$ cat config.mk
export PLATFORM = sky130hd
export DESIGN_NAME = regfile
export DESIGN_NICKNAME = d
export VERILOG_FILES = /design/src/verilog/core_pkg.sv /design/src/verilog/regfile.sv
export SDC_FILE = /design/constraint.sdc
export NUM_CORES = 2
export LEC_CHECK = 0
export BUFFER_PORTS_ARGS = -buffer_cell sky130_fd_sc_hd__buf_2
export CORE_UTILIZATION = 40
export DETAILED_ROUTE_END_ITERATION = 10
export SETUP_SLACK_MARGIN = 0.2
export SLEW_MARGIN = 20
export SYNTH_ARGS = -nofsm -noshare
export SYNTH_HDL_FRONTEND = slang
export SYNTH_SLANG_ARGS = --single-unit
export TNS_END_PERCENT = 50
$ cat constraint.sdc
create_clock -name CLK -period 3.14 [get_ports CLK]
set_input_delay 0.314 -clock CLK [delete_from_list [all_inputs] [get_ports CLK]]
set_output_delay 0.314 -clock CLK [all_outputs]
set_load 0.02 [all_outputs]
$ cat src/verilog/core_pkg.sv
`default_nettype none

package core_pkg;

	////////////////////////////////////////////////
	// Widths
	////////////////////////////////////////////////
	localparam int xlen   = 32;		// Datapath width
	localparam int reg_aw = 5;		// Register index width

	// ADDI x0, x0, 0
	localparam logic [xlen-1:0] nop_inst = 32'h0000_0013;

	// Major opcodes of the supported subset
	typedef enum logic [6:0] {
		op_rtype = 7'b0110011,		// ADD SUB AND OR XOR SLT
		op_itype = 7'b0010011,		// ADDI
		op_lui   = 7'b0110111,
		op_load  = 7'b0000011,		// LW
		op_store = 7'b0100011		// SW
	} opcode_t;

	// ALU operations
	typedef enum logic [3:0] {
		alu_add   = 4'd0,
		alu_sub   = 4'd1,
		alu_and   = 4'd2,
		alu_or    = 4'd3,
		alu_xor   = 4'd4,
		alu_slt   = 4'd5,
		alu_passb = 4'd6		// LUI passes the immediate straight through
	} alu_op_t;

	// Writeback source
	typedef enum logic [1:0] {
		wb_alu  = 2'd0,
		wb_load = 2'd1
	} wb_sel_t;

	// Forward selects for execute operands
	localparam logic [1:0] fwd_none = 2'd0;
	localparam logic [1:0] fwd_mem  = 2'd1;		// From exe_mem ALU result
	localparam logic [1:0] fwd_wb   = 2'd2;		// From mem_wb writeback data

endpackage

`default_nettype wire

$ cat src/verilog/regfile.sv
`timescale 1ns/1ps
`default_nettype none

module regfile import core_pkg::*; (
	input  wire logic              CLK,
	input  wire logic              rst,
	input  wire logic              wr_en,
	input  wire logic [reg_aw-1:0] wr_addr,
	input  wire logic [xlen-1:0]   wr_data,
	input  wire logic [reg_aw-1:0] rd_addr_a,
	input  wire logic [reg_aw-1:0] rd_addr_b,
	output logic [xlen-1:0]        rd_data_a,
	output logic [xlen-1:0]        rd_data_b
);

	logic [xlen-1:0] regs [32];
	logic wr_live;		// Write that actually lands

	assign wr_live = wr_en && (wr_addr != '0);

	always_ff @(posedge CLK) begin
		if (rst) begin
			for (int i = 0; i < 32; i++)
				regs[i] <= '0;
		end else if (wr_live) begin
			regs[wr_addr] <= wr_data;
		end
	end

	// Same-cycle write shows up on read
	assign rd_data_a = (wr_live && wr_addr == rd_addr_a) ? wr_data : regs[rd_addr_a];
	assign rd_data_b = (wr_live && wr_addr == rd_addr_b) ? wr_data : regs[rd_addr_b];

endmodule

`default_nettype wire

==> impl_metrics.ini <==
[place]
dpl_hpwl_um = 111000
finalWeightedCongestion = 0.861
io_buffers = 113
postPlaceCellArea_um2 = 57900
dpl_worst_slack_ns = -0.0952
numPlacedInstances = 5250

[timing]
grt_setup_unrepaired = yes
achievable-frequency_ghz = 0.335
final-max-slew-violation-count = 0
final.setup.worst_slack_ns = 0.158
final-hold-violation-count = 0
min_period_over_period = 0.950
max-slew-margin-rel = 0.399
worst_pin_slew_ns = 0.902
layout_min_cycle_time_ns = 2.98
setup_viol_count_final = 0

[final_layout]
final_nets = 3629
reg.largest.list = regs (1024)
final.fill_count = 11500
area.growth.synth_to_final_pct = 12.5
postLayoutCellArea_um2 = 61300
fraction_of_layout_cells_with_a_size_suffix_above_1 = 0.266
finalNonFillerCells = 5462
largest_reg_flops = 1024
register_name_with_the_most_flops = regs

[synthesis]
ys.flop_type = edfxtp_1
ys_warn_count = 0
synthDominantCellAreaShare = 0.565
yosys.area_share.adder = 0
postSynth.asyncResetShare = 0
synth_top_family_by_area = multiplexers
yosys-top-cells-area = edfxtp_1 56%, mux4_2 18%, and2_1 11%, mux4_1 4.0%, o22ai_1 2.8%
synth_mux_area_frac = 0.218
synth-seq-area-share = 0.565
synthesis_stage_register_bit_count = 1024
post_synth_xor_xnor_area = 0.00161
synth_compound_gate_area_share = 0.0353
synthesized_netlist_cell_count = 3494
number_of_enable_type_register_cells_in_the_synthesized_netlist = 1024
synthSimpleGateAreaFrac = 0.139
yosys.cell_types.count = 43
post_synth_most_frequent_cells = 1024 x edfxtp_1, 992 x and2_1, 425 x mux4_2
most_frequently_used_cell_type_in_the_post_synthesis_netlist = edfxtp_1
mappedNetlistArea_um2 = 54500
postSynthAreaPerCell_um2 = 15.6
synth.largest_area_cell = edfxtp_1

[die]
start_util = 0.403
die_w_um = 371
die_h_um = 371
ioPinCount = 114
num_rows = 135
core_area_um2 = 135000
die-area_um2 = 138000

[drt]
post_route_wl_um = 191000
drc = 0
drt_pass1_iterations = 5
viasPerCell = 6.35
wire_per_inst_um = 35.0
detailroute.via_count = 34700
number_of_drc_markers_in_iteration_0 = 5505
final_antenna_net_count = 0

[clock_tree]
cts.root.buffer_cell = clkbuf_16
cts.sinks = 1024
buffers_inserted_during_post_cts_setup_optimization = 0
tritoncts = done
clk_pin_slew_worst_paths_ns = 0.06
ctsLongestPathBuffers = 3
cts-buffers-inserted = 107
cts_max_level = 3

[pwr]
power.switching_uw = 8220
power-per-cell-area_nw_per_um2 = 530
ir_worst_vdd_v = 0.000428
combPwrFrac = 0.125
total_leakage_power_uw = 0.0210
seq_pwr_share = 0.497
netSwitchingFraction = 0.253
p_clk_frac = 0.378
power.internal_uw = 24300

[critical_path]
worst_path_dominant_cell_family = multiplexers
critPathRequiredTime_ns = 2.83
path_buf_inv = 2
timing.critical_path.slowest_stage_cell = mux4_2
critical_path.endpoint_type = output pin
critical_path_arrival_ns = 2.67
crit_path_start_kind = flop
worstPathCellList = mux4_2, mux2i_1, nor2_1, nor4bb_4, nor3_2, buf_4, buf_2
path_class = reg -> out
max_stage_delay_ns = 0.48
critical_path.max_fanout = 2

[global_routing]
first_global_vias = 33500
grt_antenna_before_repair = 19
groute.usage.overall = 0.277
largest_net_degree_at_the_start_of_global_routing = 50
global_route_wire_length_before_repair_um = 263000
grt-ovfl-total = 0

[status]
run_status = completed

[hold_path]
hold_class = in -> reg

[run]
cap_viol_max_count = 0
layout by cell type, fill, tap and decap left out, types with 5 or more instances in the layout:
cell type and n:
bufinv_16 5, inv_6 6, buf_4 151, o22ai_1 247
diode_2 12, nor2b_1 5, o21ai_1 58, nand3b_1 12
clkinv_1 36, nor2_4 31, nand3_1 7, buf_2 107
clkbuf_1 28, and2_1 992, mux2i_1 11, mux4_1 83
mux4_2 425, or2_2 31, xnor2_1 6, edfxtp_1 1024
nor2_1 7, nand2_1 65, conb_1 32, clkinv_2 14
buf_12 69, clkbuf_16 109, or4_1 62
logic make-up (layout without fill, tap and decap cells):
| logic type | Yosys count | count (layout) |
|---|---|---|
| buffers and inverters | 387 | 531 |
| xor gates and xnor gates | 10 | 10 |
| DFF | 1024 | 1024 |
| muxes | 519 | 519 |
| AOI/OAI and AO/OA | 317 | 317 |
| and+or+nand+nor | 1236 | 1236 |
| other | 1 | 44 |
power groups by stage:
stage / registers (µW) / clock network [µW] / logic, µW
CTS: 16100 / 12400 / 4030
detailed placement: 16400 / 0 / 4010
finish: 16200 / 12300 / 4070
global route: 16200 / 12900 / 4210
floorplan: 16300 / 0 / 2540
global placement: 16400 / 0 / 4000
worst paths after layout:
kind                                    from                         to  slack [ns]  depth (start not counted)
setup / recovery  regs[19][30]$_SDFFCE_PN0P_              rd_data_b[30]        0.16                          7
hold / removal                   wr_data[18]  regs[3][18]$_SDFFCE_PN0P_        0.14                          2
repair_timing:
| action | 4_1_cts | 5_1_grt |
|---|---|---|
| hold buffers | 1 | 0 |
| cloned | 0 | 0 |
| gates resized for setup | 4 | 11 |
| hold endpoints to repair | 3 | 0 |
| pin swaps | 0 | 2 |
| setup endpoints to repair | 6 | 10 |
layer usage:
| metal | GRT usage | vias to the layer above | share of wire |
|---|---|---|---|
| met5 | 0 | - | 0.00021 |
| met4 | 0.0939 | 6 | 0.031 |
| met3 | 0.0715 | 353 | 0.12 |
| met2 | 0.427 | 2328 | 0.46 |
| met1 | 0.379 | 18200 | 0.38 |
| li1 | - | 13800 | - |
area by class of cell:
| class | instances | area [µm²] | share of cell area |
|---|---|---|---|
| diodes | 12 | 30.0 | 0.000490 |
| clock buffers | 137 | 2830 | 0.0462 |
| clock inverters | 62 | 428 | 0.00698 |
| multi-input cells | 2114 | 21900 | 0.357 |
| flip-flops and latches | 1024 | 30700 | 0.502 |
| well taps | 1781 | 2230 | 0.0364 |
| repair buffers | 332 | 3120 | 0.0509 |
per-stage QoR:
step / total power [µW] / util / hold slack, ns / setup TNS (ns)
3_3_place_gp: 20400 / 0.428 / 0.725 / -0.113
6_report: 32500 / 0.453 / 0.137 / 0
5_1_grt: 33300 / 0.453 / 0.109 / 0
4_1_cts: 32500 / 0.452 / 0.0738 / 0
2_1_floorplan: 18800 / - / 0.512 / 0
3_5_place_dp: 20400 / 0.428 / 0.725 / -0.0952
Power figures use the tool's default switching activity.
