==> config.mk <==
export PLATFORM = sky130hd
export DESIGN_NAME = alu
export DESIGN_NICKNAME = d
export VERILOG_FILES = /design/src/verilog/core_pkg.sv /design/src/verilog/alu.sv
export SDC_FILE = /design/constraint.sdc
export NUM_CORES = 1
export LEC_CHECK = 0
export ABC_AREA = 0
export BUFFER_PORTS_ARGS = -buffer_cell sky130_fd_sc_hd__buf_2
export CAP_MARGIN = 20
export CORE_ASPECT_RATIO = 1.5
export CORE_MARGIN = 2
export CORE_UTILIZATION = 59
export DETAILED_ROUTE_END_ITERATION = 7
export PLACE_DENSITY_LB_ADDON = 0.05
export RECOVER_POWER = 50
export SYNTH_ARGS = -nofsm -noshare
export SYNTH_HDL_FRONTEND = slang
export SYNTH_SLANG_ARGS = --single-unit
==> constraint.sdc <==
create_clock -name vclk -period 3
set_clock_uncertainty 0.05 [all_clocks]
set_input_delay 0.15 -clock vclk [all_inputs]
set_output_delay 0.15 -clock vclk [all_outputs]
set_load 0.02 [all_outputs]
==> src/verilog/core_pkg.sv <==
`default_nettype none

package core_pkg;

	////////////////////////////////////////////////
	// Widths
	////////////////////////////////////////////////
	localparam int xlen   = 32;		// Datapath width
	localparam int reg_aw = 5;		// Register index width

	// ADDI x0, x0, 0
	localparam logic [xlen-1:0] nop_inst = 32'h0000_0013;

	// Major opcodes of the supported subset
	typedef enum logic [6:0] {
		op_rtype = 7'b0110011,		// ADD SUB AND OR XOR SLT
		op_itype = 7'b0010011,		// ADDI
		op_lui   = 7'b0110111,
		op_load  = 7'b0000011,		// LW
		op_store = 7'b0100011		// SW
	} opcode_t;

	// ALU operations
	typedef enum logic [3:0] {
		alu_add   = 4'd0,
		alu_sub   = 4'd1,
		alu_and   = 4'd2,
		alu_or    = 4'd3,
		alu_xor   = 4'd4,
		alu_slt   = 4'd5,
		alu_passb = 4'd6		// LUI passes the immediate straight through
	} alu_op_t;

	// Writeback source
	typedef enum logic [1:0] {
		wb_alu  = 2'd0,
		wb_load = 2'd1
	} wb_sel_t;

	// Forward selects for execute operands
	localparam logic [1:0] fwd_none = 2'd0;
	localparam logic [1:0] fwd_mem  = 2'd1;		// From exe_mem ALU result
	localparam logic [1:0] fwd_wb   = 2'd2;		// From mem_wb writeback data

endpackage

`default_nettype wire

==> src/verilog/alu.sv <==
`timescale 1ns/1ps
`default_nettype none

module alu import core_pkg::*; (
	input  wire logic [xlen-1:0] op_a,
	input  wire logic [xlen-1:0] op_b,
	input  alu_op_t              alu_op,
	output logic [xlen-1:0]      res
);

	logic lt;		// Signed compare

	assign lt = $signed(op_a) < $signed(op_b);

	always_comb begin
		case (alu_op)
			alu_add:   res = op_a + op_b;
			alu_sub:   res = op_a - op_b;
			alu_and:   res = op_a & op_b;
			alu_or:    res = op_a | op_b;
			alu_xor:   res = op_a ^ op_b;
			alu_slt:   res = {{(xlen-1){1'b0}}, lt};
			alu_passb: res = op_b;		// LUI
			default:   res = '0;
		endcase
	end

endmodule

`default_nettype wire

==> reports/metrics.yaml, run 1 <==
io_buffers: 100
fp.dieH_um: 117
status: "aborted with a tool error"
postGrtWorstEndpoint: "res[22]"
gp_congestion: 1.00
die-width_um: 79.4
synth_area_sq_mm: 0.00503
synth_cells: 780
ioPinCount: 100
netlist.area_leader.share: 0.259
ctsHoldBuffers: 0
grt-ovfl-total: 1
yosysTopAreaCell: "ha_1"
synth-seq-area-share: 0
syn_nets: 954
detailed_place_hpwl_um: 15700
synthTopCellsByArea: "ha_1 26%, a21oi_1 8.7%, inv_1 6.6%"
grtUsageTotal: 0.643
lastStage: "global routing (5_1_grt)"
initial_core_util: 0.602
dp.cells: 1075
grt_max_degree: 25
fp-row-count: 41
endpoint_type: "output port"
synth.avg_cell_area_sq_um: 6.45
stop_error: "[ERROR GRT-0232] Routing congestion too high. Check the congestion heatmap in the GUI."
yosysWarnings: 0
synth_cell_types: 66
per-layer routing:
layer  GRT usage  GRT overflow
met1       0.620             0
met2       0.896             0
met3       0.445             0
met4       0.603             1
met5      0.0444             0
through the flow:
| step | setup TNS [ns] | area, sq um | worst slack [ns] | hold WS [ns] | util |
|---|---|---|---|---|---|
| after floorplan | 0 | 5040 | 0.0299 | 0.448 | - |
| after global placement | -2.26 | 6510 | -0.296 | 0.600 | 0.779 |
| after detailed placement | -3.90 | 6510 | -0.422 | 0.625 | 0.779 |
| after CTS | -0.310 | 6820 | -0.173 | 0.628 | 0.815 |
logic make-up after synthesis:
kind of cell,count (synthesis),synth area share
AOI/OAI and AO/OA,317,0.413
and+or+nand+nor,207,0.196
muxes,5,0.0102
xor gates and xnor gates,2,0.00348
adders and majority gates,106,0.267
buffers and inverters,143,0.111
cells in the mapped netlist, drive strengths merged (8+ instances only):
library cell / number
ha: 104
inv: 95
a21oi: 87
nor2: 87
o21ai: 66
clkbuf: 40
nand2: 27
nand3: 24
a22oi: 19
o211ai: 19
a221oi: 16
nor3: 15
a211oi: 12
o31ai: 12
or3: 11
o21a: 10
nand4: 9
a21boi: 8
a21o: 8
a31oi: 8
buf: 8
what timing repair did:
action	CTS
setup endpoints to repair	18
pin swaps	28
setup buffers	7
gates resized for setup	65
==> inputs of run 2 (changes only) <==
- CORE_ASPECT_RATIO: 1.5 -> not set
- CORE_UTILIZATION: 59 -> 40
- PLACE_DENSITY_LB_ADDON: 0.05 -> 0.15
==> run 2 against run 1 <==
Effect of this change: the flow now finishes, with violations (negative setup slack); synthesized cell count unchanged; area after synthesis unchanged.
==> reports/metrics.yaml, run 2 <==
status: "finished with violations"
violations: "negative setup slack"
worstSetupPathType: "primary input to output port"
drt_iter0_drc: 543
ant_nets: 0
vias: 6930
power_density_mw_per_mm2: 198
synth_cell_types: 66
grt-ovfl-total: 0
grt_max_degree: 25
clockBufferCount: 0
max-cap-violations: 0
syn_nets: 954
seq_area_sq_um: 0
seq_cell_count: 0
leakage_nw: 3.64
route.detailed.drc: 0
hold_class: "primary input to output port"
detailed_place_hpwl_um: 15300
min_period_ns: 3.09
cp-end-kind: "output port"
holdPathStages: 3
synthTopCellsByArea: "ha_1 26%, a21oi_1 8.7%, inv_1 6.6%"
dieArea_sq_mm: 0.0135
yosysWarnings: 0
worstPathArrival_ns: 2.89
yosysMostFrequentCell: "ha_1"
totalWireLength_um: 20500
worst_slew_margin_rel: 0.397
drv_slew: 0
area_growth_pct: 52.5
nets: 1178
crit_required_ns: 2.80
die-width_um: 116
drive_above_1_share: 0.376
finalHoldViolCount: 0
finalWorstSetupSlack_ns: -0.0927
grtUsageTotal: 0.282
ioPinCount: 100
io_buffers: 100
rsz0062_at_grt: "yes"
synth_cells: 780
wl_per_cell_um: 17.5
cp_max_fo: 2
finalSetupViolCount: 5
netlist.area_leader.share: 0.259
power_w: 0.00152
grt_pass1_wl_um: 31400
synth_area_sq_mm: 0.00503
yosysTopAreaCell: "ha_1"
synth_common_cells: "104 x ha_1, 89 x inv_1, 87 x a21oi_1, 87 x nor2_1, 54 x o21ai_0"
grt_pass1_vias: 6555
layout_commonest_cell: "buf_4"
ir_drop_mv: 0.116
fp-row-count: 40
hold_end: "res[23]"
vias_per_cell: 5.92
antenna_found_initial: 1
fin_crit_sh: 1.03
worstMarginPinSlew_ns: 0.905
fp.dieH_um: 116
synth.avg_cell_area_sq_um: 6.45
startpoint_type: "primary input"
nFillCells: 1145
synth-seq-area-share: 0
dr.pass1.iters: 5
final_cell_mix: "169 x buf_4, 83 x ha_1, 82 x nor2_1"
hp-start: "op_b[23]"
finish.utilization: 0.631
initial_core_util: 0.414
gp_congestion: 0.964
tns_ns: -0.221
core_sq_mm: 0.0122
fmax_mhz: 323
[run 2: cell counts after synthesis]
Identical to the previous run, type by type.
[run 2: logic make-up (layout without fill, tap and decap cells)]
group,count (synthesis),count (layout),synth area share
fa+ha+maj,106,106,0.267
buf+inv,143,365,0.111
mux,5,5,0.0102
xor+xnor,2,2,0.00348
other cells,0,1,0
compound gates,317,317,0.413
simple gates,207,207,0.196
[run 2: worst max-delay path, stage by stage]
cell,delay (ns)
buf_8,0.09
inv_4,0.04
ha_4,0.16
inv_2,0.05
fa_2,0.18
nor2b_4,0.15
o21ai_2,0.07
a211o_1,0.30
o311a_4,0.38
or4_4,0.43
a311o_1,0.30
o2bb2ai_1,0.13
o21ai_1,0.16
o211ai_1,0.12
buf_4,0.17
[run 2: area by class of cell]
class / instances / area (sq um) / share of cell area
repair buffers: 270 / 1930 / 0.251
inverters: 95 / 369 / 0.0481
multi-input cells: 637 / 5160 / 0.673
well taps: 168 / 210 / 0.0274
diodes: 1 / 2.50 / 0.000326
[run 2: worst max-delay path by stage]
stage | from | end | slack, ns | cells after the start
after floorplan | op_a[0] | res[30] | 0.03 | 11
after global placement | op_a[1] | res[19] | -0.37 | 17
after detailed placement | op_a[0] | res[30] | -0.45 | 13
after CTS | op_a[0] | res[22] | -0.12 | 15
after global routing | op_a[0] | res[22] | -0.17 | 15
final | op_a[0] | res[22] | -0.09 | 15
[run 2: power by group]
part	total, W	internal (W)	switching (W)
clock network	0.0000000000447	0.0000000000447	0
logic	0.00152	0.000682	0.000835
registers	0	0	0
[run 2: what timing repair did]
item / in CTS / in global routing
buffers inserted: 12 / 11
hold buffers: 0 / 0
setup endpoints to repair: 18 / 17
pin swaps: 42 / 51
gates resized for setup: 71 / 118
[run 2: metal layers]
metal / up-vias / global-route usage / part of all wire
met5: - / 0 / 0
met4: 0 / 0.0667 / 0.017
met3: 35 / 0.0161 / 0.060
met2: 304 / 0.491 / 0.49
met1: 3297 / 0.384 / 0.43
li1: 3294 / - / -
[run 2: metrics by stage]
stage / setup slack (ns) / cell area, sq um / hold slack [ns] / instances
after global routing: -0.175 / 7670 / 0.649 / 1171
final: -0.0927 / 7670 / 0.612 / 1171
after global placement: -0.369 / 6690 / 0.603 / 1150
after detailed placement: -0.451 / 6690 / 0.614 / 1150
after CTS: -0.121 / 7080 / 0.615 / 1161
after floorplan: 0.0299 / 5040 / 0.448 / 780
Power figures use the tool's default switching activity.
