[config.mk]
export PLATFORM = sky130hd
export DESIGN_NAME = forwarding_unit
export DESIGN_NICKNAME = d
export VERILOG_FILES = /design/src/verilog/core_pkg.sv /design/src/verilog/forwarding_unit.sv
export SDC_FILE = /design/constraint.sdc
export NUM_CORES = 1
export LEC_CHECK = 0
export BUFFER_PORTS_ARGS = -buffer_cell sky130_fd_sc_hd__buf_2
export CAP_MARGIN = 20
export CORE_MARGIN = 1.5
export CORE_UTILIZATION = 30
export DETAILED_ROUTE_END_ITERATION = 6
export MAX_ROUTING_LAYER = met4
export PLACE_DENSITY = 0.72
export SETUP_SLACK_MARGIN = 0.1
export SYNTH_ARGS = -nofsm -noshare
export SYNTH_HDL_FRONTEND = slang
export SYNTH_SLANG_ARGS = --single-unit
[constraint.sdc]
create_clock -name vclk -period 1.4
set_input_delay 0.14 -clock vclk [all_inputs]
set_output_delay 0.14 -clock vclk [all_outputs]
set_load 0.05 [all_outputs]
[src/verilog/core_pkg.sv]
`default_nettype none

package core_pkg;

	////////////////////////////////////////////////
	// Widths
	////////////////////////////////////////////////
	localparam int xlen   = 32;		// Datapath width
	localparam int reg_aw = 5;		// Register index width

	// ADDI x0, x0, 0
	localparam logic [xlen-1:0] nop_inst = 32'h0000_0013;

	// Major opcodes of the supported subset
	typedef enum logic [6:0] {
		op_rtype = 7'b0110011,		// ADD SUB AND OR XOR SLT
		op_itype = 7'b0010011,		// ADDI
		op_lui   = 7'b0110111,
		op_load  = 7'b0000011,		// LW
		op_store = 7'b0100011		// SW
	} opcode_t;

	// ALU operations
	typedef enum logic [3:0] {
		alu_add   = 4'd0,
		alu_sub   = 4'd1,
		alu_and   = 4'd2,
		alu_or    = 4'd3,
		alu_xor   = 4'd4,
		alu_slt   = 4'd5,
		alu_passb = 4'd6		// LUI passes the immediate straight through
	} alu_op_t;

	// Writeback source
	typedef enum logic [1:0] {
		wb_alu  = 2'd0,
		wb_load = 2'd1
	} wb_sel_t;

	// Forward selects for execute operands
	localparam logic [1:0] fwd_none = 2'd0;
	localparam logic [1:0] fwd_mem  = 2'd1;		// From exe_mem ALU result
	localparam logic [1:0] fwd_wb   = 2'd2;		// From mem_wb writeback data

endpackage

`default_nettype wire

[src/verilog/forwarding_unit.sv]
`timescale 1ns/1ps
`default_nettype none

module forwarding_unit import core_pkg::*; (
	input  wire logic [reg_aw-1:0] id_rs_a,
	input  wire logic [reg_aw-1:0] id_rs_b,
	input  wire logic [reg_aw-1:0] exe_rs_a,
	input  wire logic [reg_aw-1:0] exe_rs_b,
	input  wire logic [reg_aw-1:0] exe_rd,
	input  wire logic [reg_aw-1:0] mem_rd,
	input  wire logic [reg_aw-1:0] wb_rd,
	input  wire logic              exe_mem_read,
	input  wire logic              mem_reg_write,
	input  wire logic              wb_reg_write,
	output logic [1:0]             fwd_a,
	output logic [1:0]             fwd_b,
	output logic                   load_stall
);

	logic mem_live;		// Producer in memory stage
	logic wb_live;		// Producer in writeback stage

	assign mem_live = mem_reg_write && (mem_rd != '0);
	assign wb_live  = wb_reg_write && (wb_rd != '0);

	// Newer stage wins
	function automatic logic [1:0] pick(input logic [reg_aw-1:0] rs);
		logic [1:0] sel;
		sel = fwd_none;
		if (mem_live && mem_rd == rs)
			sel = fwd_mem;
		else if (wb_live && wb_rd == rs)
			sel = fwd_wb;
		return sel;
	endfunction

	assign fwd_a = pick(exe_rs_a);
	assign fwd_b = pick(exe_rs_b);

	// Load data for decode only exists once the load reaches writeback
	assign load_stall = exe_mem_read && (exe_rd != '0) &&
		(exe_rd == id_rs_a || exe_rd == id_rs_b);

endmodule

`default_nettype wire

==> impl_metrics.toml, run 1 <==
[job]
drv_cap = 0

[min_path]
hold_class = "input port to output port"
worstHoldEndpoint = "load_stall"
hold_depth = 4
hold_start = "exe_mem_read"

[floorplan]
ios = 43
initial_core_util = 0.339
fp.dieW_um = 39.1
core_area_mm2 = 0.00116
die_y_um = 39.1
rows = 12
die_area_mm2 = 0.00153

[global_routing]
first_global_vias = 593
use_met3 = 0.0173
grt-busiest-layer = "met2"
track_usage = 0.232
grtUsageMet1 = 0.209
grt_pass1_wl_mm = 2.38
met2_usage = 0.488
grt-ovfl-total = 0
grt_max_degree = 4
antenna_found_initial = 0

[layout]
final_common_cell = "buf_2"
drive_above_1_share = 0.697
clock_buffers = 0
layout.nets = 149
seqCellArea_um2 = 0
diodes = 0
final_util = 0.874
stdcell_count = 123
final_cell_mix = "buf_2 (30), xor2_1 (20), buf_6 (17), buf_4 (13), xnor2_1 (5)"
seq_cells = 0
syn_to_final_growth_pct = 158

[yosys]
synth_area_per_cell_um2 = 7.99
seq_area_frac_synth = 0
ys_types = 11
syn_area_um2 = 392
synth_largest_area_cell = "xor2_1"
synth_top_area_frac = 0.447
synth_fp_nets = 87
postSynthCellCount = 49
yosys_warnings = 0
yosys-top-cells-area = "xor2_1 (45%), xnor2_1 (22%), or4_1 (9.6%), nor4_2 (6.4%), nand3_1 (5.1%)"

[routing]
num_vias = 609
drc = 0
drt-wirelength-per-cell_um = 15.8
wl_mm = 1.94
initialDrtViolationCount = 1
ant_nets = 0
vias_per_cell = 4.95
drt_pass1_iterations = 2

[status]
status = "finished with violations"
violations = "negative setup slack"

[timing]
hold_viol = 0
period_needed_ns = 1.65
timing.final.crit_share = 1.18
setup_ws_ns = -0.248
setup_viol = 4
slew_violations = 0
setup-tns-final_ns = -0.458
slew_headroom = 0.762
fmax_mhz = 607
worst_slew_pin_slew_ns = 0.355
rsz0062_at_grt = "yes"

[pwr]
switching_share = 0.463
p_comb_frac = 1.000
finalPower_mw = 0.324
ir_drop_v = 0.000181
power_switching_mw = 0.150
internal_power_mw = 0.174
p_leak_nw = 0.454
clkPwrFrac = 0
seqPwrFrac = 0
power_density_mw_per_mm2 = 321

[worst_setup_path]
arrival_ns = 1.51
cp_max_fo = 3
startpoint_type = "input port"
path_class = "input port to output port"
end_kind = "output port"
worstPathRequired_ns = 1.26

[placement]
dp_slack_ns = -0.377
portBuffers = 43
routabilityCongestion = 0.752
dpl.cell_count = 122
hpwl_mm = 1.38
## through the flow
step                hold WS (ns)  cell area [µm²]
floorplan                  0.438              454
global placement           0.697              807
detailed placement         0.698              807
CTS                        0.651              875
global route               0.694             1010
finish                     0.685             1010
## cell usage after synthesis (all sizes together)
library cell / instances
or4: 5
o21ai: 3
xor2: 20
xnor2: 10
nor4: 4
nor3: 2
a21oi: 1
nand3: 4
## cell families after synthesis
| logic type | synth area share |
|---|---|
| simple gates | 0.268 |
| xor+xnor | 0.671 |
| compound gates | 0.0607 |
## critical path, stage by stage
cell    delay [ns]
buf_4         0.13
xor2_1        0.15
or4_4         0.55
nor4_4        0.34
buf_6         0.20
## power groups by stage
stage	Clock (mW)	Sequential (mW)	Combinational, mW
global placement	0	0	0.237
CTS	0	0	0.263
floorplan	0	0	0.111
global route	0	0	0.344
detailed placement	0	0	0.244
finish	0	0	0.324
## metal layers
layer,wire [µm],vias to the layer above
li1,-,301
met1,643,269
met2,1110,31
met3,105,8
met4,86,0
met5,0,-
## what timing repair did
| action | 4_1_cts | 5_1_grt |
|---|---|---|
| hold buffers | 0 | 0 |
| gates resized for setup | 18 | 20 |
| setup buffers | 0 | 1 |
| pin swaps | 4 | 5 |
| setup endpoints to repair | 5 | 4 |
## how the worst max path moves through the flow
stage              start        to  slack (ns)  depth (start not counted)
4_1_cts         wb_rd[4]  fwd_b[1]       -0.24                          5
3_5_place_dp    wb_rd[3]  fwd_b[1]       -0.38                          6
2_1_floorplan  mem_rd[1]  fwd_a[1]       -0.31                          4
6_report        wb_rd[4]  fwd_b[1]       -0.25                          5
3_3_place_gp    wb_rd[3]  fwd_a[1]       -0.29                          6
5_1_grt         wb_rd[4]  fwd_b[1]       -0.26                          5
## cell type report
class | count | area (µm²)
Fill cell | 57 | 145
Timing Repair Buffer | 60 | 439
Multi-Input combinational cell | 49 | 554
Tap cell | 14 | 17.5
Power figures use the tool's default switching activity.
==> run 2, diff against run 1 <==
ABC_AREA = 1   (was default)
CORE_UTILIZATION = 33   (was 30)
PLACE_DENSITY = 0.69   (was 0.72)
==> run 2 against run 1 <==
Compared with the run above:
- the run now ends clean
- non-clock buffer count fell by 17
- area after synthesis grew 41%
- first-iteration DRC count increased to 8.0 times the previous value
- fmax rose by 40%
- worst hold slack gained 0.011 ns
- final cell count rose by 50%
- wire length down 22%
- total power fell by 31%
- synthesized cell count grew to 2.6 times the previous value
- utilization fell by 35 points
==> impl_metrics.toml, run 2 <==
[status]
status = "finished, final reports clean"

[global_routing]
track_usage = 0.167
grt-ovfl-total = 0
grtUsageMet1 = 0.195
grt_pass1_wl_mm = 2.55
use_met3 = 0
grt-busiest-layer = "met2"
met2_usage = 0.332
grt_max_degree = 5
first_global_vias = 713
antenna_found_initial = 0

[yosys]
yosysMostFrequentCell = "nand2_1"
synth_area_per_cell_um2 = 4.41
synth_fp_nets = 163
seq_area_frac_synth = 0
synth_top_area_frac = 0.395
synth_xor_area_frac = 0.175
yosys.area_share.simple = 0.630
syn_area_um2 = 552
synth_common_cells = "nand2_1 (58), inv_1 (16), nor2_1 (16), inv_2 (10), xnor2_1 (8)"
synth_top_family_by_area = "simple AND/OR/NAND/NOR gates"
yosys_warnings = 0
ys_types = 12
postSynthCellCount = 125
yosys-top-cells-area = "nand2_1 (39%), xnor2_1 (13%), inv_1 (11%), nor2_1 (11%), inv_2 (6.8%)"
synthMuxAreaShare = 0
synth_compound_gate_area_share = 0.0181
synth_largest_area_cell = "nand2_1"
synthAdderAreaFrac = 0

[floorplan]
core_area_mm2 = 0.00154
die_area_mm2 = 0.00193
initial_core_util = 0.358
fp.dieW_um = 43.9
ios = 43
rows = 14
die_y_um = 43.9

[routing]
vias_per_cell = 4.45
drc = 0
num_vias = 818
drt-wirelength-per-cell_um = 8.22
ant_nets = 0
wl_mm = 1.51
initialDrtViolationCount = 8
drt_pass1_iterations = 4

[layout]
drive_above_1_share = 0.345
seq_cells = 0
seqCellArea_um2 = 0
layout.nets = 208
final_util = 0.521
final_cell_area_um2 = 803
final_cell_mix = "nand2_1 (58), buf_2 (43), inv_1 (16), nor2_1 (15), inv_2 (10)"
fillers = 176
clock_buffers = 0
stdcell_count = 184
final_common_cell = "nand2_1"
syn_to_final_growth_pct = 45.6
diodes = 0

[worst_setup_path]
worstPathRequired_ns = 1.26
end_kind = "output port"
cp_max_fo = 3
path_class = "input port to output port"
startpoint_type = "input port"
arrival_ns = 1.04

[pwr]
ir_drop_v = 0.000127
power_density_mw_per_mm2 = 279
p_leak_nw = 0.542

[timing]
timing.final.crit_share = 0.841
rsz0062_at_grt = "no"
slew_violations = 0
setup_ws_ns = 0.223
period_needed_ns = 1.18
slew_headroom = 0.833
setup-tns-final_ns = 0
setup_viol = 0
hold_viol = 0
fmax_mhz = 850
worst_slew_pin_slew_ns = 0.252

[min_path]
hold_class = "input port to output port"

[clock_tree]
cts_hold_buf = 0
cts_resized = 0
postCtsSetupBuffers = 0

[placement]
routabilityCongestion = 0.851
dpl.cell_count = 184
dp_slack_ns = 0.236
portBuffers = 43
hpwl_mm = 1.42
postPlaceCellArea_um2 = 803

[job]
drv_cap = 0
run 2: report_power, final:
part	switching, mW	internal [mW]	leakage [nW]
Sequential	0	0	0
Clock	0	0	0
Combinational	0.126	0.0984	0.542
Total	0.126	0.0984	0.542
run 2: kinds of logic (layout without fill, tap and decap cells):
| logic type | Yosys count | after routing |
|---|---|---|
| xor+xnor | 11 | 11 |
| buf+inv | 26 | 69 |
| simple gates | 86 | 86 |
| compound gates | 2 | 2 |
run 2: routing by layer:
metal,up-vias,share of wire
met2,21,0.51
met4,0,0
met3,0,0.046
met5,-,0
li1,453,-
met1,344,0.44
run 2: worst max-delay path, cell delays in order:
cell and delay [ns]:
buf_2 0.12, xnor2_1 0.16, nand2_1 0.07, nor2_1 0.12
nand2_1 0.07, nor2_2 0.10, buf_2 0.26
run 2: stage by stage:
step                total power [mW]  hold WS [ns]
global placement               0.222         0.695
finish                         0.224         0.696
floorplan                      0.126         0.470
CTS                            0.227         0.698
global route                   0.255         0.721
detailed placement             0.226         0.698
run 2: layout make-up:
class / instances / area (µm²) / area share
Inverter: 26 / 97.6 / 0.121
Multi-Input combinational cell: 99 / 470 / 0.586
Tap cell: 16 / 20.0 / 0.0249
Timing Repair Buffer: 43 / 215 / 0.268
run 2: worst paths after layout:
path | startpoint | to | slack [ns] | cells after the start
worst max-delay path | exe_rs_b[3] | fwd_b[1] | 0.22 | 7
worst min-delay path | exe_mem_read | load_stall | 0.70 | 4
