$ cat src/verilog/core_pkg.sv
`default_nettype none

package core_pkg;

	////////////////////////////////////////////////
	// Widths
	////////////////////////////////////////////////
	localparam int xlen   = 32;		// Datapath width
	localparam int reg_aw = 5;		// Register index width

	// ADDI x0, x0, 0
	localparam logic [xlen-1:0] nop_inst = 32'h0000_0013;

	// Major opcodes of the supported subset
	typedef enum logic [6:0] {
		op_rtype = 7'b0110011,		// ADD SUB AND OR XOR SLT
		op_itype = 7'b0010011,		// ADDI
		op_lui   = 7'b0110111,
		op_load  = 7'b0000011,		// LW
		op_store = 7'b0100011		// SW
	} opcode_t;

	// ALU operations
	typedef enum logic [3:0] {
		alu_add   = 4'd0,
		alu_sub   = 4'd1,
		alu_and   = 4'd2,
		alu_or    = 4'd3,
		alu_xor   = 4'd4,
		alu_slt   = 4'd5,
		alu_passb = 4'd6		// LUI passes the immediate straight through
	} alu_op_t;

	// Writeback source
	typedef enum logic [1:0] {
		wb_alu  = 2'd0,
		wb_load = 2'd1
	} wb_sel_t;

	// Forward selects for execute operands
	localparam logic [1:0] fwd_none = 2'd0;
	localparam logic [1:0] fwd_mem  = 2'd1;		// From exe_mem ALU result
	localparam logic [1:0] fwd_wb   = 2'd2;		// From mem_wb writeback data

endpackage

`default_nettype wire

$ cat src/verilog/control_unit.sv
`timescale 1ns/1ps
`default_nettype none

module control_unit import core_pkg::*; (
	input  wire logic [xlen-1:0] inst,
	output alu_op_t              alu_op,
	output logic                 use_imm,	// Operand B from immediate
	output logic                 reg_write,
	output logic                 mem_write,
	output logic                 mem_read,
	output wb_sel_t              wb_sel,
	output logic [xlen-1:0]      imm
);

	opcode_t opcode;
	logic [2:0] funct3;
	logic [6:0] funct7;

	assign opcode = opcode_t'(inst[6:0]);
	assign funct3 = inst[14:12];
	assign funct7 = inst[31:25];

	// Unknown encodings fall out as NOP
	always_comb begin
		alu_op    = alu_add;
		use_imm   = 1'b0;
		reg_write = 1'b0;
		mem_write = 1'b0;
		mem_read  = 1'b0;
		wb_sel    = wb_alu;
		imm       = {{(xlen-12){inst[31]}}, inst[31:20]};		// I-type by default
		case (opcode)
			op_rtype: begin
				reg_write = 1'b1;
				case (funct3)
					3'b000: alu_op = (funct7 == 7'b0100000) ? alu_sub : alu_add;
					3'b111: alu_op = alu_and;
					3'b110: alu_op = alu_or;
					3'b100: alu_op = alu_xor;
					3'b010: alu_op = alu_slt;
					default: reg_write = 1'b0;		// Not in subset
				endcase
			end
			op_itype: begin
				use_imm   = 1'b1;
				reg_write = (funct3 == 3'b000);		// ADDI only
			end
			op_lui: begin
				alu_op    = alu_passb;
				use_imm   = 1'b1;
				reg_write = 1'b1;
				imm       = {inst[31:12], 12'b0};
			end
			op_load: begin
				use_imm   = 1'b1;		// Address = rs1 + imm
				reg_write = 1'b1;
				mem_read  = 1'b1;
				wb_sel    = wb_load;
			end
			op_store: begin
				use_imm   = 1'b1;
				mem_write = 1'b1;
				imm       = {{(xlen-12){inst[31]}}, inst[31:25], inst[11:7]};	// S-type split
			end
			default: ;
		endcase
	end

endmodule

`default_nettype wire

$ cat config.mk
export PLATFORM = sky130hd
export DESIGN_NAME = control_unit
export DESIGN_NICKNAME = d
export VERILOG_FILES = /design/src/verilog/core_pkg.sv /design/src/verilog/control_unit.sv
export SDC_FILE = /design/constraint.sdc
export NUM_CORES = 1
export LEC_CHECK = 0
export BUFFER_PORTS_ARGS = -buffer_cell sky130_fd_sc_hd__buf_2
export CAP_MARGIN = 40
export CORE_MARGIN = 2
export CORE_UTILIZATION = 37
export DETAILED_ROUTE_END_ITERATION = 6
export GPL_TIMING_DRIVEN = 0
export PLACE_DENSITY_LB_ADDON = 0.05
export SETUP_SLACK_MARGIN = 0.15
export SYNTH_ARGS = -nofsm -noshare
export SYNTH_HDL_FRONTEND = slang
export SYNTH_SLANG_ARGS = --single-unit
$ cat constraint.sdc
create_clock -name vclk -period 2.3
set_input_delay 0.46 -clock vclk [all_inputs]
set_output_delay 0.46 -clock vclk [all_outputs]
set_load 0.01 [all_outputs]
==> results of run 1 <==
==> logic make-up (layout without fill, tap and decap cells) <==
family,count (synthesis),in the layout
AOI/OAI and AO/OA,37,37
other,1,2
buffers and inverters,14,85
xor gates and xnor gates,1,1
and+or+nand+nor,33,33
==> synthesized netlist by cell type <==
master and number:
a21o_1 19, nand2_1 11, buf_4 6, nor2b_1 6, o2bb2ai_1 5, o31a_1 5
a21oi_1 4, buf_6 3, nand2b_1 3, nor3_1 3, buf_2 2, clkbuf_1 2
nand3_1 2, nor4_1 2, o21bai_1 2, a31oi_1 1, and4bb_2 1, conb_1 1
inv_1 1, nand4bb_1 1, nor2_1 1, nor2_4 1, nor3b_1 1, nor4b_1 1
o21a_1 1, xor2_1 1
==> worst max path at each step <==
stage,slack (ps),startpoint,end
3_5_place_dp,270,inst[3],imm[25]
3_3_place_gp,310,inst[3],imm[26]
6_report,270,inst[3],imm[13]
5_1_grt,210,inst[3],imm[16]
4_1_cts,260,inst[3],imm[25]
2_1_floorplan,480,inst[3],reg_write
==> where the power goes <==
part           switching [mW]  internal, mW
registers                   0             0
clock network               0             0
logic                  0.0799        0.0800
total                  0.0799        0.0800
==> critical path, cell delays in order <==
cell and delay [ps]:
buf_2 100, nand4bb_1 200, buf_6 170, o21a_1 210, buf_6 140, a21o_1 150
buf_2 130
==> layout make-up <==
class,count,area share
buffer,13,0.100
inverter,1,0.00391
multi-input combinational,73,0.505
tap,16,0.0208
timing repair buffer,71,0.370
==> cells in the final DEF (no fill, tap or decap) <==
cell	instances
a21o_1	19
a21oi_1	4
a31oi_1	1
and4bb_2	1
buf_2	73
buf_4	6
buf_6	3
clkbuf_1	2
conb_1	2
inv_1	1
nand2_1	11
nand2b_1	3
nand3_1	2
nand4bb_1	1
nor2_1	1
nor2_4	1
nor2b_1	6
nor3_1	3
nor3b_1	1
nor4_1	2
nor4b_1	1
o21a_1	1
o21bai_1	2
o2bb2ai_1	5
o31a_1	5
xor2_1	1
==> metrics by stage <==
| step | power (mW) | setup slack [ps] | utilization | instance area, um2 |
|---|---|---|---|---|
| final | 0.160 | 266 | 0.645 | 961 |
| after global routing | 0.176 | 212 | 0.645 | 961 |
| after CTS | 0.161 | 261 | 0.645 | 961 |
| after detailed placement | 0.160 | 267 | 0.645 | 961 |
| after global placement | 0.157 | 308 | 0.645 | 961 |
| after floorplan | 0.0883 | 478 | - | 586 |
==> routing by layer <==
layer  vias up  track usage  wire length (um)
li1        450            -                 -
met1       376        0.273               837
met2        47        0.321               870
met3         0      0.00417               172
met4         0      0.00606                 0
met5         -            0                 0
==> results.sh, run 1 <==
export IMPL_status="complete, no violations"
export IMPL_nClkBuffers=0
export IMPL_stdcell_count=174
export IMPL_synth_cells=86
export IMPL_synth_xor_area_frac=0.0151
export IMPL_floorplan_initialDensity=0.391
export IMPL_drv_cap=0
export IMPL_fp_row_count=14
export IMPL_dieArea_um2=1910
export IMPL_grt_ovfl_total=0
export IMPL_avgSynthCellArea_um2=6.77
export IMPL_worst_hold_startpoint="inst[12]"
export IMPL_synth_top_area_cell="a21o_1"
export IMPL_hold_buffers=0
export IMPL_power_density_nw_per_um2=166
export IMPL_period_share=0.884
export IMPL_grt_pass1_vias=703
export IMPL_grt_max_degree=11
export IMPL_synth_top_family_by_area="compound AO/OA/AOI/OAI gates"
export IMPL_worstPathRequired_ps=1840
export IMPL_p_leak_nw=0.602
export IMPL_synth_adder_area_share=0
export IMPL_min_path_type="primary input to output port"
export IMPL_gp_congestion=0.776
export IMPL_worstHoldEndpoint="alu_op[0]"
export IMPL_core_um2=1490
export IMPL_rsz0062_at_grt="no"
export IMPL_synth_top_cell_area_share=0.245
export IMPL_crit_type="primary input to output port"
export IMPL_post_drt_via_cell_ratio=5.02
export IMPL_setup_tns_ps=0
export IMPL_multiInputGateArea_um2=485
export IMPL_die_h_um=43.7
export IMPL_antenna_found_initial=0
export IMPL_drive_gt1_frac=0.532
export IMPL_post_dp_hpwl_um=1550
export IMPL_fillCellCount=161
export IMPL_final_nets=192
export IMPL_hold_viol_final=0
export IMPL_vias=873
export IMPL_cts_resized=0
export IMPL_post_cts_buffers=0
export IMPL_synth_compound_area_frac=0.480
export IMPL_post_drt_wl_per_cell_um=10.8
export IMPL_start_kind="primary input"
export IMPL_grt_usage=0.186
export IMPL_ir_drop_v=0.0000795
export IMPL_synthMuxAreaShare=0
export IMPL_holdPathStages=3
export IMPL_setup_viol=0
export IMPL_finalWirelength_um=1880
export IMPL_seq_area_frac_synth=0
export IMPL_seq_cells=0
export IMPL_area_growth_pct=65.2
export IMPL_yosys_area_share_simple=0.327
export IMPL_drt_first_pass_iters=4
export IMPL_max_freq_ghz=0.492
export IMPL_whs_ps=1200
export IMPL_pin_count=74
export IMPL_slew_viol_final=0
export IMPL_crit_fanout=10
export IMPL_seqCellArea_um2=0
export IMPL_synth_area_leaders="a21o_1 25%, buf_4 7.7%, o2bb2ai_1 7.5%, o31a_1 7.5%, nand2_1 7.1%"
export IMPL_yosys_warnings=0
export IMPL_cp_arrival_ps=1570
export IMPL_crit_path_end_kind="output port"
export IMPL_ant_nets=0
export IMPL_min_period_ps=2030
export IMPL_grt_pass1_wl_um=2950
export IMPL_synth_area_um2=582
export IMPL_antenna_cells=0
export IMPL_dpl_cell_count=174
export IMPL_yosysUniqueCellTypes=26
export IMPL_die_w_um=43.7
export IMPL_drt_iter0_drc=10
export IMPL_portBuffers=71
export IMPL_drc=0
(Power assumes the default switching activity.)
==> run 2, diff against run 1 <==
- CORE_MARGIN: 2 -> 3
==> run 2 against run 1 <==
  * Final cell count fell by 0.57%
  * Hold slack got worse by 2.7 ps
  * Sequential share of layout area did not move
  * Final area down 0.13%
  * Routed wire length increased by 5.2%
  * Non-clock buffer count did not move
  * Critical endpoint unchanged
  * Highest routed layer unchanged
==> results.sh, run 2 (same netlist as run 1, synthesis figures left out) <==
export IMPL_ir_drop_v=0.0000852
export IMPL_grt_pass1_wl_um=2970
export IMPL_cts_resized=0
export IMPL_drv_cap=0
export IMPL_power_density_nw_per_um2=166
export IMPL_finalCoreUtilization=0.694
export IMPL_setup_viol=0
export IMPL_p_leak_nw=0.602
export IMPL_die_w_um=45.7
export IMPL_grt_max_degree=11
export IMPL_nClkBuffers=0
export IMPL_post_dp_hpwl_um=1680
export IMPL_slew_viol_final=0
export IMPL_period_share=0.878
export IMPL_crit_type="primary input to output port"
export IMPL_max_freq_ghz=0.495
export IMPL_pin_count=74
export IMPL_start_kind="primary input"
export IMPL_worstSetupStartpoint="inst[3]"
export IMPL_portBuffers=71
export IMPL_dpl_cell_count=173
export IMPL_multiInputGateArea_um2=485
export IMPL_grt_usage=0.176
export IMPL_antenna_cells=0
export IMPL_ant_nets=0
export IMPL_whs_ps=1200
export IMPL_crit_path_cell_trace="buf_2 -> nand4bb_1 -> buf_6 -> o21a_1 -> buf_6 -> a21o_1 -> buf_2"
export IMPL_hold_viol_final=0
export IMPL_antenna_found_initial=0
export IMPL_worstPathRequired_ps=1840
export IMPL_fp_row_count=13
export IMPL_post_drt_wl_per_cell_um=11.4
export IMPL_drc=0
export IMPL_dieArea_um2=2080
export IMPL_area_growth_pct=64.9
export IMPL_status="complete, no violations"
export IMPL_stdcell_count=173
export IMPL_final_nets=192
export IMPL_gp_congestion=0.794
export IMPL_floorplan_initialDensity=0.421
export IMPL_crit_fanout=10
export IMPL_slowest_stage="o21a_1"
export IMPL_hold_buffers=0
export IMPL_drive_gt1_frac=0.532
export IMPL_core_um2=1380
export IMPL_grt_ovfl_total=0
export IMPL_die_h_um=45.7
export IMPL_crit_path_end_kind="output port"
export IMPL_post_cts_buffers=0
export IMPL_min_path_type="primary input to output port"
export IMPL_min_period_ps=2020
export IMPL_seqCellArea_um2=0
export IMPL_cp_arrival_ps=1560
export IMPL_fillCellCount=131
export IMPL_post_drt_via_cell_ratio=5.04
export IMPL_setup_tns_ps=0
export IMPL_p_total_mw=0.160
export IMPL_layout_common_cells="73 x buf_2, 19 x a21o_1, 11 x nand2_1"
export IMPL_seq_cells=0
export IMPL_finalWirelength_um=1980
export IMPL_grt_pass1_vias=723
export IMPL_worst_hold_startpoint="inst[19]"
export IMPL_slowest_delay_ps=220
export IMPL_crit_end="imm[13]"
export IMPL_drt_first_pass_iters=4
export IMPL_final_common_cell="buf_2"
export IMPL_vias=872
export IMPL_drt_iter0_drc=7
export IMPL_rsz0062_at_grt="no"
-- run 2: cell counts in the layout (fill, tap and decap cells not counted) --
No cell type changed its count.
-- run 2: area by class of cell --
type / count / share of cell area
repair buffers: 71 / 0.370
plain buffers: 13 / 0.100
inverters: 1 / 0.00391
multi-input cells: 73 / 0.506
well taps: 15 / 0.0196
-- run 2: stage by stage --
stage / instance area (um2) / setup WS (ps)
floorplan: 586 / 478
global placement: 960 / 305
detailed placement: 960 / 283
CTS: 960 / 275
global route: 960 / 208
finish: 960 / 280
-- run 2: report_power, final --
| group | total (mW) | leakage (nW) | internal (mW) | switching (mW) |
|---|---|---|---|---|
| Combinational | 0.160 | 0.602 | 0.0800 | 0.0797 |
| Clock | 0 | 0 | 0 | 0 |
| Sequential | 0 | 0 | 0 | 0 |
| Total | 0.160 | 0.602 | 0.0800 | 0.0797 |
-- run 2: worst min-delay path by stage --
stage,end,slack [ps],depth (start not counted)
after detailed placement,imm[18],1200,3
after floorplan,alu_op[0],970,1
after global placement,alu_op[0],1200,3
after CTS,imm[18],1200,3
after global routing,imm[18],1210,3
final,imm[19],1200,3
-- run 2: per-layer routing --
metal  GRT usage  share of wire
met5           0              0
met3     0.00395          0.091
met4     0.00585              0
met1       0.249           0.44
met2       0.309           0.47
-- run 2: critical path, delay by kind of cell --
kind	cells	cell delay, ps
AND/OR/NAND/NOR	1	190
buffers and inverters	4	530
AO/OA/AOI/OAI	2	370
